==> src/cgra_defs.svh <==
`ifndef CGRA_DEFS_SVH
`define CGRA_DEFS_SVH

// ========================================
// datapath
// ========================================

`define CGRA_DATA_W 8

// ========================================
// mesh geometry
// ========================================

`define CGRA_ROWS 3
`define CGRA_COLS 3
`define CGRA_NUM_PE 9

// ========================================
// configuration fields
// ========================================

// pe ids run from 1, so id 0 addresses no pe.
`define CGRA_ID_W 4
`define CGRA_SEL_W 3
`define CGRA_ALU_LAT 3

`endif

==> src/cgra_pkg.sv <==
package cgra_pkg;

  `include "cgra_defs.svh"

  typedef logic [`CGRA_DATA_W-1:0] data_t;
  typedef logic [`CGRA_DATA_W-1:0] conf_byte_t;
  typedef logic [`CGRA_DATA_W-2:0] payload_t;
  typedef logic [2*(`CGRA_DATA_W-1)-1:0] frame_t;
  typedef logic [`CGRA_ID_W-1:0] pe_id_t;
  typedef logic [`CGRA_SEL_W-1:0] sel_t;

  // opcode in bits 1:0, select a in 4:2, select b in 7:5.
  typedef logic [`CGRA_DATA_W-1:0] alu_conf_t;

  typedef enum logic [1:0] {
    OP_ADD  = 2'd0,
    OP_MUL  = 2'd1,
    OP_SUB  = 2'd2,
    OP_NONE = 2'd3
  } opcode_e;

  typedef enum logic [1:0] {
    CMD_CLEAR = 2'd0,
    CMD_ALU   = 2'd1,
    CMD_CONST = 2'd2,
    CMD_NONE  = 2'd3
  } conf_cmd_e;

  typedef enum logic {
    PH_HIGH = 1'b0,
    PH_LOW  = 1'b1
  } frame_phase_e;

endpackage

==> src/cgra.sv <==
`timescale 1ns/1ps

`include "cgra_defs.svh"

module cgra
  import cgra_pkg::*;
(
  input  logic       clk,
  input  logic       rst,
  input  conf_byte_t i_conf_bus,
  input  data_t      i_stream0,
  input  data_t      i_stream3,
  input  data_t      i_stream6,
  output data_t      o_stream2,
  output data_t      o_stream5,
  output data_t      o_stream8
);

  conf_byte_t conf [`CGRA_NUM_PE];
  data_t      result [`CGRA_NUM_PE];

  conf_chain u_conf_chain (
    .clk        (clk),
    .rst        (rst),
    .i_conf_bus (i_conf_bus),
    .o_conf     (conf)
  );

  // ========================================
  // source lists
  // ========================================

  // stream first on the left column, then neighbours by ascending index.
  data_t src0 [3];
  data_t src1 [3];
  data_t src2 [2];
  data_t src3 [4];
  data_t src4 [4];
  data_t src5 [3];
  data_t src6 [3];
  data_t src7 [3];
  data_t src8 [2];

  assign src0 = '{i_stream0, result[1], result[3]};
  assign src1 = '{result[0], result[2], result[4]};
  assign src2 = '{result[1], result[5]};
  assign src3 = '{i_stream3, result[0], result[4], result[6]};
  assign src4 = '{result[1], result[3], result[5], result[7]};
  assign src5 = '{result[2], result[4], result[8]};
  assign src6 = '{i_stream6, result[3], result[7]};
  assign src7 = '{result[4], result[6], result[8]};
  assign src8 = '{result[5], result[7]};

  // ========================================
  // processing elements
  // ========================================

  pe #(.PE_ID(4'd1), .NUM_SRC(3)) u_pe0 (
    .clk      (clk),
    .rst      (rst),
    .i_conf   (conf[0]),
    .i_src    (src0),
    .o_result (result[0])
  );

  pe #(.PE_ID(4'd2), .NUM_SRC(3)) u_pe1 (
    .clk      (clk),
    .rst      (rst),
    .i_conf   (conf[1]),
    .i_src    (src1),
    .o_result (result[1])
  );

  pe #(.PE_ID(4'd3), .NUM_SRC(2)) u_pe2 (
    .clk      (clk),
    .rst      (rst),
    .i_conf   (conf[2]),
    .i_src    (src2),
    .o_result (result[2])
  );

  pe #(.PE_ID(4'd4), .NUM_SRC(4)) u_pe3 (
    .clk      (clk),
    .rst      (rst),
    .i_conf   (conf[3]),
    .i_src    (src3),
    .o_result (result[3])
  );

  pe #(.PE_ID(4'd5), .NUM_SRC(4)) u_pe4 (
    .clk      (clk),
    .rst      (rst),
    .i_conf   (conf[4]),
    .i_src    (src4),
    .o_result (result[4])
  );

  pe #(.PE_ID(4'd6), .NUM_SRC(3)) u_pe5 (
    .clk      (clk),
    .rst      (rst),
    .i_conf   (conf[5]),
    .i_src    (src5),
    .o_result (result[5])
  );

  pe #(.PE_ID(4'd7), .NUM_SRC(3)) u_pe6 (
    .clk      (clk),
    .rst      (rst),
    .i_conf   (conf[6]),
    .i_src    (src6),
    .o_result (result[6])
  );

  pe #(.PE_ID(4'd8), .NUM_SRC(3)) u_pe7 (
    .clk      (clk),
    .rst      (rst),
    .i_conf   (conf[7]),
    .i_src    (src7),
    .o_result (result[7])
  );

  pe #(.PE_ID(4'd9), .NUM_SRC(2)) u_pe8 (
    .clk      (clk),
    .rst      (rst),
    .i_conf   (conf[8]),
    .i_src    (src8),
    .o_result (result[8])
  );

  assign o_stream2 = result[2];
  assign o_stream5 = result[5];
  assign o_stream8 = result[8];

endmodule

==> src/conf_chain.sv <==
`timescale 1ns/1ps

`include "cgra_defs.svh"

module conf_chain
  import cgra_pkg::*;
(
  input  logic       clk,
  input  logic       rst,
  input  conf_byte_t i_conf_bus,
  output conf_byte_t o_conf [`CGRA_NUM_PE]
);

  // the bus enters at pe 0 and walks down column 0, then along each row.
  // every pe therefore sees it 1 + row + column cycles late.
  for (genvar r = 0; r < `CGRA_ROWS; r++) begin : g_row
    for (genvar c = 0; c < `CGRA_COLS; c++) begin : g_col
      localparam int IDX = r * `CGRA_COLS + c;

      conf_byte_t conf_d;

      if (IDX == 0) begin : g_root
        assign conf_d = i_conf_bus;
      end else if (c == 0) begin : g_from_above
        assign conf_d = o_conf[IDX - `CGRA_COLS];
      end else begin : g_from_left
        assign conf_d = o_conf[IDX - 1];
      end

      always_ff @(posedge clk) begin
        if (rst) begin
          o_conf[IDX] <= '0;
        end else begin
          o_conf[IDX] <= conf_d;
        end
      end
    end
  end

endmodule

==> src/conf_reader.sv <==
`timescale 1ns/1ps

module conf_reader
  import cgra_pkg::*;
#(
  parameter pe_id_t PE_ID = 1
)
(
  input  logic       clk,
  input  logic       rst,
  input  conf_byte_t i_conf,
  output alu_conf_t  o_alu_conf,
  output data_t      o_const
);

  frame_phase_e phase_q;
  payload_t     high_q;

  logic         byte_valid;
  payload_t     byte_payload;
  frame_t       frame;
  pe_id_t       frame_id;
  conf_cmd_e    frame_cmd;
  data_t        frame_data;

  assign byte_valid   = i_conf[0];
  assign byte_payload = i_conf[7:1];

  // the frame is decoded from the stored high half and the byte on the bus,
  // so a command acts on the same edge that takes its second byte.
  assign frame      = {high_q, byte_payload};
  assign frame_id   = frame[3:0];
  assign frame_cmd  = conf_cmd_e'(frame[5:4]);
  assign frame_data = frame[13:6];

  // ========================================
  // deframer and command decode
  // ========================================

  always_ff @(posedge clk) begin
    if (rst) begin
      phase_q    <= PH_HIGH;
      high_q     <= '0;
      o_alu_conf <= '0;
      o_const    <= '0;
    end else if (byte_valid) begin
      case (phase_q)
        PH_HIGH: begin
          high_q  <= byte_payload;
          phase_q <= PH_LOW;
        end
        PH_LOW: begin
          phase_q <= PH_HIGH;
          if (frame_id == PE_ID) begin
            case (frame_cmd)
              CMD_CLEAR: begin
                o_alu_conf <= '0;
                o_const    <= '0;
              end
              CMD_ALU: begin
                o_alu_conf <= frame_data;
              end
              CMD_CONST: begin
                o_const <= frame_data;
              end
              default: begin
                o_const <= o_const;
              end
            endcase
          end
        end
        default: begin
          phase_q <= PH_HIGH;
        end
      endcase
    end
  end

endmodule

==> src/pe.sv <==
`timescale 1ns/1ps

module pe
  import cgra_pkg::*;
#(
  parameter pe_id_t PE_ID   = 1,
  parameter int     NUM_SRC = 2
)
(
  input  logic       clk,
  input  logic       rst,
  input  conf_byte_t i_conf,
  input  data_t      i_src [NUM_SRC],
  output data_t      o_result
);

  alu_conf_t alu_conf;
  data_t     pe_const;
  opcode_e   opcode;
  sel_t      sel_a;
  sel_t      sel_b;
  data_t     op_a;
  data_t     op_b;

  conf_reader #(
    .PE_ID (PE_ID)
  ) u_conf_reader (
    .clk        (clk),
    .rst        (rst),
    .i_conf     (i_conf),
    .o_alu_conf (alu_conf),
    .o_const    (pe_const)
  );

  assign opcode = opcode_e'(alu_conf[1:0]);
  assign sel_a  = alu_conf[4:2];
  assign sel_b  = alu_conf[7:5];

  // code 0 is the constant and code k is source k-1.
  // Anything past the last source reads as zero.
  function automatic data_t pick_operand(input sel_t sel);
    data_t val;
    val = '0;
    if (sel == '0) begin
      val = pe_const;
    end
    for (int k = 0; k < NUM_SRC; k++) begin
      if (sel == sel_t'(k + 1)) begin
        val = i_src[k];
      end
    end
    return val;
  endfunction

  always_comb begin
    op_a = pick_operand(sel_a);
    op_b = pick_operand(sel_b);
  end

  pe_alu u_alu (
    .clk      (clk),
    .rst      (rst),
    .i_opcode (opcode),
    .i_a      (op_a),
    .i_b      (op_b),
    .o_result (o_result)
  );

endmodule

==> src/pe_alu.sv <==
`timescale 1ns/1ps

module pe_alu
  import cgra_pkg::*;
(
  input  logic    clk,
  input  logic    rst,
  input  opcode_e i_opcode,
  input  data_t   i_a,
  input  data_t   i_b,
  output data_t   o_result
);

  data_t a_q;
  data_t b_q;
  data_t add_q;
  data_t mul_q;
  data_t sub_q;
  data_t add_r;
  data_t mul_r;
  data_t sub_r;

  // three register stages: operands, raw results, stored results.
  always_ff @(posedge clk) begin
    if (rst) begin
      a_q   <= '0;
      b_q   <= '0;
      add_q <= '0;
      mul_q <= '0;
      sub_q <= '0;
      add_r <= '0;
      mul_r <= '0;
      sub_r <= '0;
    end else begin
      a_q   <= i_a;
      b_q   <= i_b;
      add_q <= a_q + b_q;
      mul_q <= a_q * b_q;
      sub_q <= a_q - b_q;
      add_r <= add_q;
      mul_r <= mul_q;
      sub_r <= sub_q;
    end
  end

  // only the low byte of the product is kept.
  always_comb begin
    case (i_opcode)
      OP_ADD:  o_result = add_r;
      OP_MUL:  o_result = mul_r;
      OP_SUB:  o_result = sub_r;
      default: o_result = '0;
    endcase
  end

endmodule

==> config.mk <==
export PLATFORM = sky130hd
export DESIGN_NAME = cgra
export DESIGN_NICKNAME = d
export VERILOG_FILES = /design/src/cgra_pkg.sv /design/src/cgra.sv /design/src/conf_chain.sv /design/src/conf_reader.sv /design/src/pe.sv /design/src/pe_alu.sv
export VERILOG_INCLUDE_DIRS = /design/src
export SDC_FILE = /design/constraint.sdc
export NUM_CORES = 2
export LEC_CHECK = 0
export BUFFER_PORTS_ARGS = -buffer_cell sky130_fd_sc_hd__buf_2
export CORE_ASPECT_RATIO = 1.75
export CORE_MARGIN = 4
export CORE_UTILIZATION = 35
export DETAILED_ROUTE_END_ITERATION = 10
export GPL_ROUTABILITY_DRIVEN = 0
export SLEW_MARGIN = 30
export SYNTH_ARGS = -nofsm -noshare
export SYNTH_HDL_FRONTEND = slang
export SYNTH_HIERARCHICAL = 1
export SYNTH_SLANG_ARGS = --single-unit
==> constraint.sdc <==
create_clock -name clk -period 3.9 [get_ports clk]
set_clock_uncertainty 0.05 [all_clocks]
set_input_delay 0.195 -clock clk [delete_from_list [all_inputs] [get_ports clk]]
set_output_delay 0.195 -clock clk [all_outputs]
set_load 0.02 [all_outputs]
# After elaboration in Yosys (flattened, before gate mapping)
# Index checks and enable logic that the tools add are counted.
# totals
n_memories	0
inputBits	34
latch_bits	0
rom_bits	0
mem_bits_rw	0
out_inout_bits	24
regBits	832
wordCells	417
# classes
n_bitwise	9
mux	108
magnitude_cmp	0
mul	9
n_shift	0
addsub	18
n_eq_ne	91
n_div	0
n_reduce_logical	69
# ops
operator	n
8-bit two-way mux	72
8-bit case mux with 2 select lines	18
8-bit case mux with 3 select lines	9
3-bit by 2-bit == test with 1-bit output, second input constant	32
8-bit adder	9
8-bit by 8-bit multiplier with 8-bit output	9
4-bit AND reduction	18
8-bit subtractor	9
3-bit by 1-bit == test with 1-bit output, second input constant	18
3-bit zero test	18
2-bit by 1-bit == test with 1-bit output, second input constant	14
2-bit == test, second input constant	14
2-bit zero test	14
2-bit nonzero test	10
1-bit case mux with 2 select lines	9
2-bit AND reduction	9
4-bit by 3-bit == test with 1-bit output, second input constant	4
3-bit == test, second input constant	4
1-bit inverter	9
4-bit by 2-bit == test with 1-bit output, second input constant	2
4-bit == test, second input constant	2
4-bit by 1-bit == test with 1-bit output, second input constant	1

# Depth between registers and ports, before layout
# logic_depth
word_depth	6
depth_mapped	16

# Modules after synthesis
# Netlist, hierarchy kept.
# modules_own_cells
mod	seq_area_each_um2	area_per_inst_um2	instances	cells_each
pe_alu at u_pe2.u_alu ...	1241.2	3183.1	6	332
pe_alu at u_pe0.u_alu ...	1241.2	3173.0	2	331
pe_alu at u_pe8.u_alu	1241.2	3179.3	1	331
conf_reader at u_pe4.u_conf_reader ...	480.5	1019.7	3	118
conf_reader at u_pe3.u_conf_reader ...	480.5	1017.2	3	118
pe at u_pe0 ...	0.0	523.0	5	60
conf_reader at u_pe0.u_conf_reader ...	480.5	979.7	2	112
pe at u_pe3 ...	0.0	725.7	2	84
conf_chain	800.8	1396.3	1	116
conf_reader at u_pe2.u_conf_reader	480.5	1016.0	1	118
pe at u_pe2 ...	0.0	506.7	2	53

# Least setup slack after synthesis
# Ideal clock, no wire load.
# synth_path
path_kind	flip-flop to flip-flop
startpoint	register u_pe0.u_alu.a_q[2]
endpoint	register u_pe0.u_alu.mul_q[7]
path_buffers	0
path_stages_with_launch	16
period_less_slack_ns	3.565
setup_slack_ns	0.335
t_arrival_ns	3.388
setup_time_ns	0.128
path_cell_list	dfxtp_1 > ha_1 > inv_1 > fa_1 > fa_1 > inv_1 > ha_1 > inv_1 > fa_1 > inv_1 > ha_1 > a21o_1 > a21oi_1 > xnor2_2 > xnor2_1 > nor2_1
# synth_between
elab_chain_cells	1
# synth_lines
item	line_no	rtl
start, declared	pe_alu.sv:14	data_t a_q;
start signal, assigned	pe_alu.sv:35	a_q <= i_a;
8-bit by 8-bit multiplier with 8-bit output	pe_alu.sv:38	mul_q <= a_q * b_q;
end signal, assigned	pe_alu.sv:38	
end, declared	pe_alu.sv:17	data_t mul_q;
# Every way passes these cells.
# A chain may end at the register's enable or synchronous reset.

# Worst setup path after layout
# layout_path
startpoint	register u_pe4.u_alu.a_q[2]
endpoint	register u_pe4.u_alu.mul_q[7]
# layout_between
elab_chain_cells	1
# layout_lines
item	line_no
start, declared	pe_alu.sv:14
start signal, assigned	pe_alu.sv:35
8-bit by 8-bit multiplier with 8-bit output	pe_alu.sv:38
end signal, assigned	pe_alu.sv:38
end, declared	pe_alu.sv:17
# Every way passes these cells.

==> flow_metrics.tcl <==
set metrics [dict create \
    end_kind "flip-flop" \
    p_seq_frac 0.499 \
    power_density_nw_per_um2 344 \
    max_freq_mhz 270 \
    rsz0062_at_grt "false" \
    syn_area_per_cell_sq_um 9.35 \
    vdd_drop_max_uv 290 \
    die-area_sq_um 132000 \
    synth_ff_type "dfxtp_1" \
    synth_most_common_cell "dfxtp_1" \
    hold_viol 0 \
    tritoncts "yes" \
    num_rows 172 \
    fillers 12500 \
    fin_crit_ps 3710 \
    numCtsBuffers 78 \
    start_util 0.352 \
    yosysWarnings 6 \
    clkTransAtPathRegs_ps 60 \
    holdPathEnd "u_pe3/u_alu/a_q[1]" \
    ios 58 \
    required_ps 4400 \
    clock_path_buffers 3 \
    cp.arrival_ps 4200 \
    grt_pass1_vias 32300 \
    ys_seq_area_frac 0.369 \
    critPathLaunchType "flip-flop" \
    remaining_drc_errors 0 \
    clock_latency_ps 680 \
    grt_usage 0.174 \
    grt_overflow 0 \
    antenna_found_initial 7 \
    worstPathMaxFanout 7 \
    setup_viol 0 \
    via_per_inst 4.94 \
    hold_path.class "in -> reg" \
    worstHoldPathCells 3 \
    num_vias 31900 \
    worstMarginPinSlew_ps 1110 \
    synthArstFlopShare 0 \
    die_h_microns 478 \
    dpl.hpwl_mm 90.0 \
    regArea_sq_um 16300 \
    maxCapViolations 0 \
    multiInputGateArea_sq_um 24700 \
    yosys.area.top_type "dfxtp_1" \
    critPathKind "reg -> reg" \
    p_total_mw 16.8 \
    synth_nets 5155 \
    maxSlewViolCount 0 \
    synthCells 4725 \
    reg2reg_to "u_pe4/u_alu/mul_q[7]" \
    reg2reg_depth 15 \
    post-place-ws_ps 116 \
    yosys-top-cells-count "dfxtp_1, nor2b_1, inv_1" \
    finalWorstSetupSlack_ps 194 \
    combPwrFrac 0.020 \
    wl_per_cell_microns 18.4 \
    drt_iter0_drc 1479 \
    grt_max_degree 122 \
    die_x_microns 277 \
    synth_edf_count 0 \
    hp-start "i_stream3[1]" \
    reg2reg_from "u_pe4/u_alu/a_q[2]" \
    p_leak_nw 18.7 \
    status "completed" \
    yosys.cell_types.count 63 \
    cts_sinks 814 \
    period_share 0.950 \
    core_sq_um 125000 \
    ys_ff_latch 814 \
    syn_area_sq_um 44200 \
    p_sw_mw 3.72 \
    synth_area_leaders "dfxtp_1, mux2i_1, ha_1, nor2b_1, fa_1" \
    grt_first_pass_wirelength_mm 180 \
    r2r_slack_ps 190 \
    root_buffer "clkbuf_16" \
    largest_reg_flops 32 \
    htreeDepth 3 \
    p_sw_frac 0.222 \
    synth_top_area_share 0.369 \
    drt_wl_total_mm 118 \
    clkPwrFrac 0.480 \
    finalSetupTns_ps 0 \
    slew_headroom 0.251 \
    area_growth_pct 10.2 \
    drt_first_pass_iters 6 \
    antenna_left 0 \
    port_buffers 57 \
    postCtsSetupRepairBufs 0 \
    internal_power_mw 13.0 \
    drive_above_1_share 0.110 \
    nets 5158 \
]
## per-stage QoR
| step | hold slack, ps | instance area (sq um) | util | instances |
|---|---|---|---|---|
| 4_1_cts | 19.3 | 48600 | 0.388 | 6442 |
| 3_5_place_dp | 365 | 45600 | 0.364 | 6270 |
| 2_1_floorplan | 214 | 44200 | - | 4725 |
| 3_3_place_gp | 359 | 45600 | 0.364 | 6270 |
| 5_1_grt | 71.6 | 48700 | 0.388 | 6448 |
| 6_report | 92.6 | 48700 | 0.388 | 6449 |
## worst max path at each step
stage,slack [ps],cells after the start,from,to
final,190,15,u_pe4/u_alu/a_q[2],u_pe4/u_alu/mul_q[7]
after detailed placement,120,15,u_pe2/u_alu/a_q[2],u_pe2/u_alu/mul_q[7]
after global placement,160,15,u_pe2/u_alu/a_q[2],u_pe2/u_alu/mul_q[7]
after floorplan,330,15,u_pe0/u_alu/a_q[2],u_pe0/u_alu/mul_q[7]
after global routing,4,14,u_pe0/u_alu/a_q[3],u_pe0/u_alu/mul_q[7]
after CTS,100,15,u_pe2/u_alu/a_q[2],u_pe2/u_alu/mul_q[7]
## cells by family (layout without fill, tap and decap cells)
group | after synthesis | after routing | share of synthesized area
simple gates | 1497 | 1497 | 0.184
flops | 814 | 814 | 0.369
compound gates | 746 | 746 | 0.101
buf+inv | 652 | 718 | 0.0734
mux | 422 | 422 | 0.0985
fa+ha+maj | 396 | 396 | 0.134
xor+xnor | 198 | 198 | 0.0408
other cells | 0 | 5 | 0
## routing by layer
| layer | track usage | wire length, microns | up-vias |
|---|---|---|---|
| met5 | 0 | 0 | - |
| met4 | 0.112 | 8410 | 0 |
| met3 | 0.0288 | 4720 | 329 |
| met2 | 0.334 | 63000 | 675 |
| met1 | 0.171 | 42300 | 15300 |
| li1 | - | - | 15600 |
## power groups by stage
stage / Combinational, mW / Sequential [mW] / Clock (mW)
after floorplan: 0.241 / 8.53 / 0
after global placement: 0.311 / 8.56 / 0
after detailed placement: 0.315 / 8.56 / 0
after CTS: 0.340 / 8.37 / 8.30
after global routing: 0.370 / 8.37 / 8.59
final: 0.338 / 8.38 / 8.06
## worst max-delay path: stages, from the launching register on
cell and delay [ps]:
dfxtp_1 430, ha_1 180, inv_1 70, fa_1 460
inv_1 90, fa_1 410, ha_1 280, inv_1 40
fa_1 470, inv_1 40, ha_1 310, a21o_1 160
a21oi_1 260, xnor2_2 160, xnor2_1 140, nor2_1 50
## cell usage in the layout, fill, tap and decap left out, types with 38 or more instances in the layout
master / count
and2_1: 50
dfxtp_1: 813
and2_2: 38
clkbuf_16: 79
buf_2: 56
mux2i_1: 362
a21oi_1: 232
buf_4: 100
o22ai_1: 92
inv_1: 382
xnor2_1: 145
nor2b_1: 435
or3_1: 129
nand2_1: 334
nor2_1: 298
ha_1: 270
mux2_2: 43
o21ai_0: 231
fa_1: 126
xor2_1: 44
## area by class of cell
class | instances | share of cell area
diodes | 5 | 0.000257
clock buffers | 99 | 0.0438
clock inverters | 44 | 0.0122
inverters | 382 | 0.0294
multi-input cells | 3259 | 0.507
flip-flops and latches | 814 | 0.335
well taps | 1653 | 0.0425
repair buffers | 193 | 0.0300
## timing repair
action / 4_1_cts / 5_1_grt
hold endpoints to repair: 52 / 0
endpoints found under the setup margin: 0 / 2
hold buffers: 29 / 0
resized for setup: 0 / 2
No activity file was read; power rests on OpenSTA's default activity.
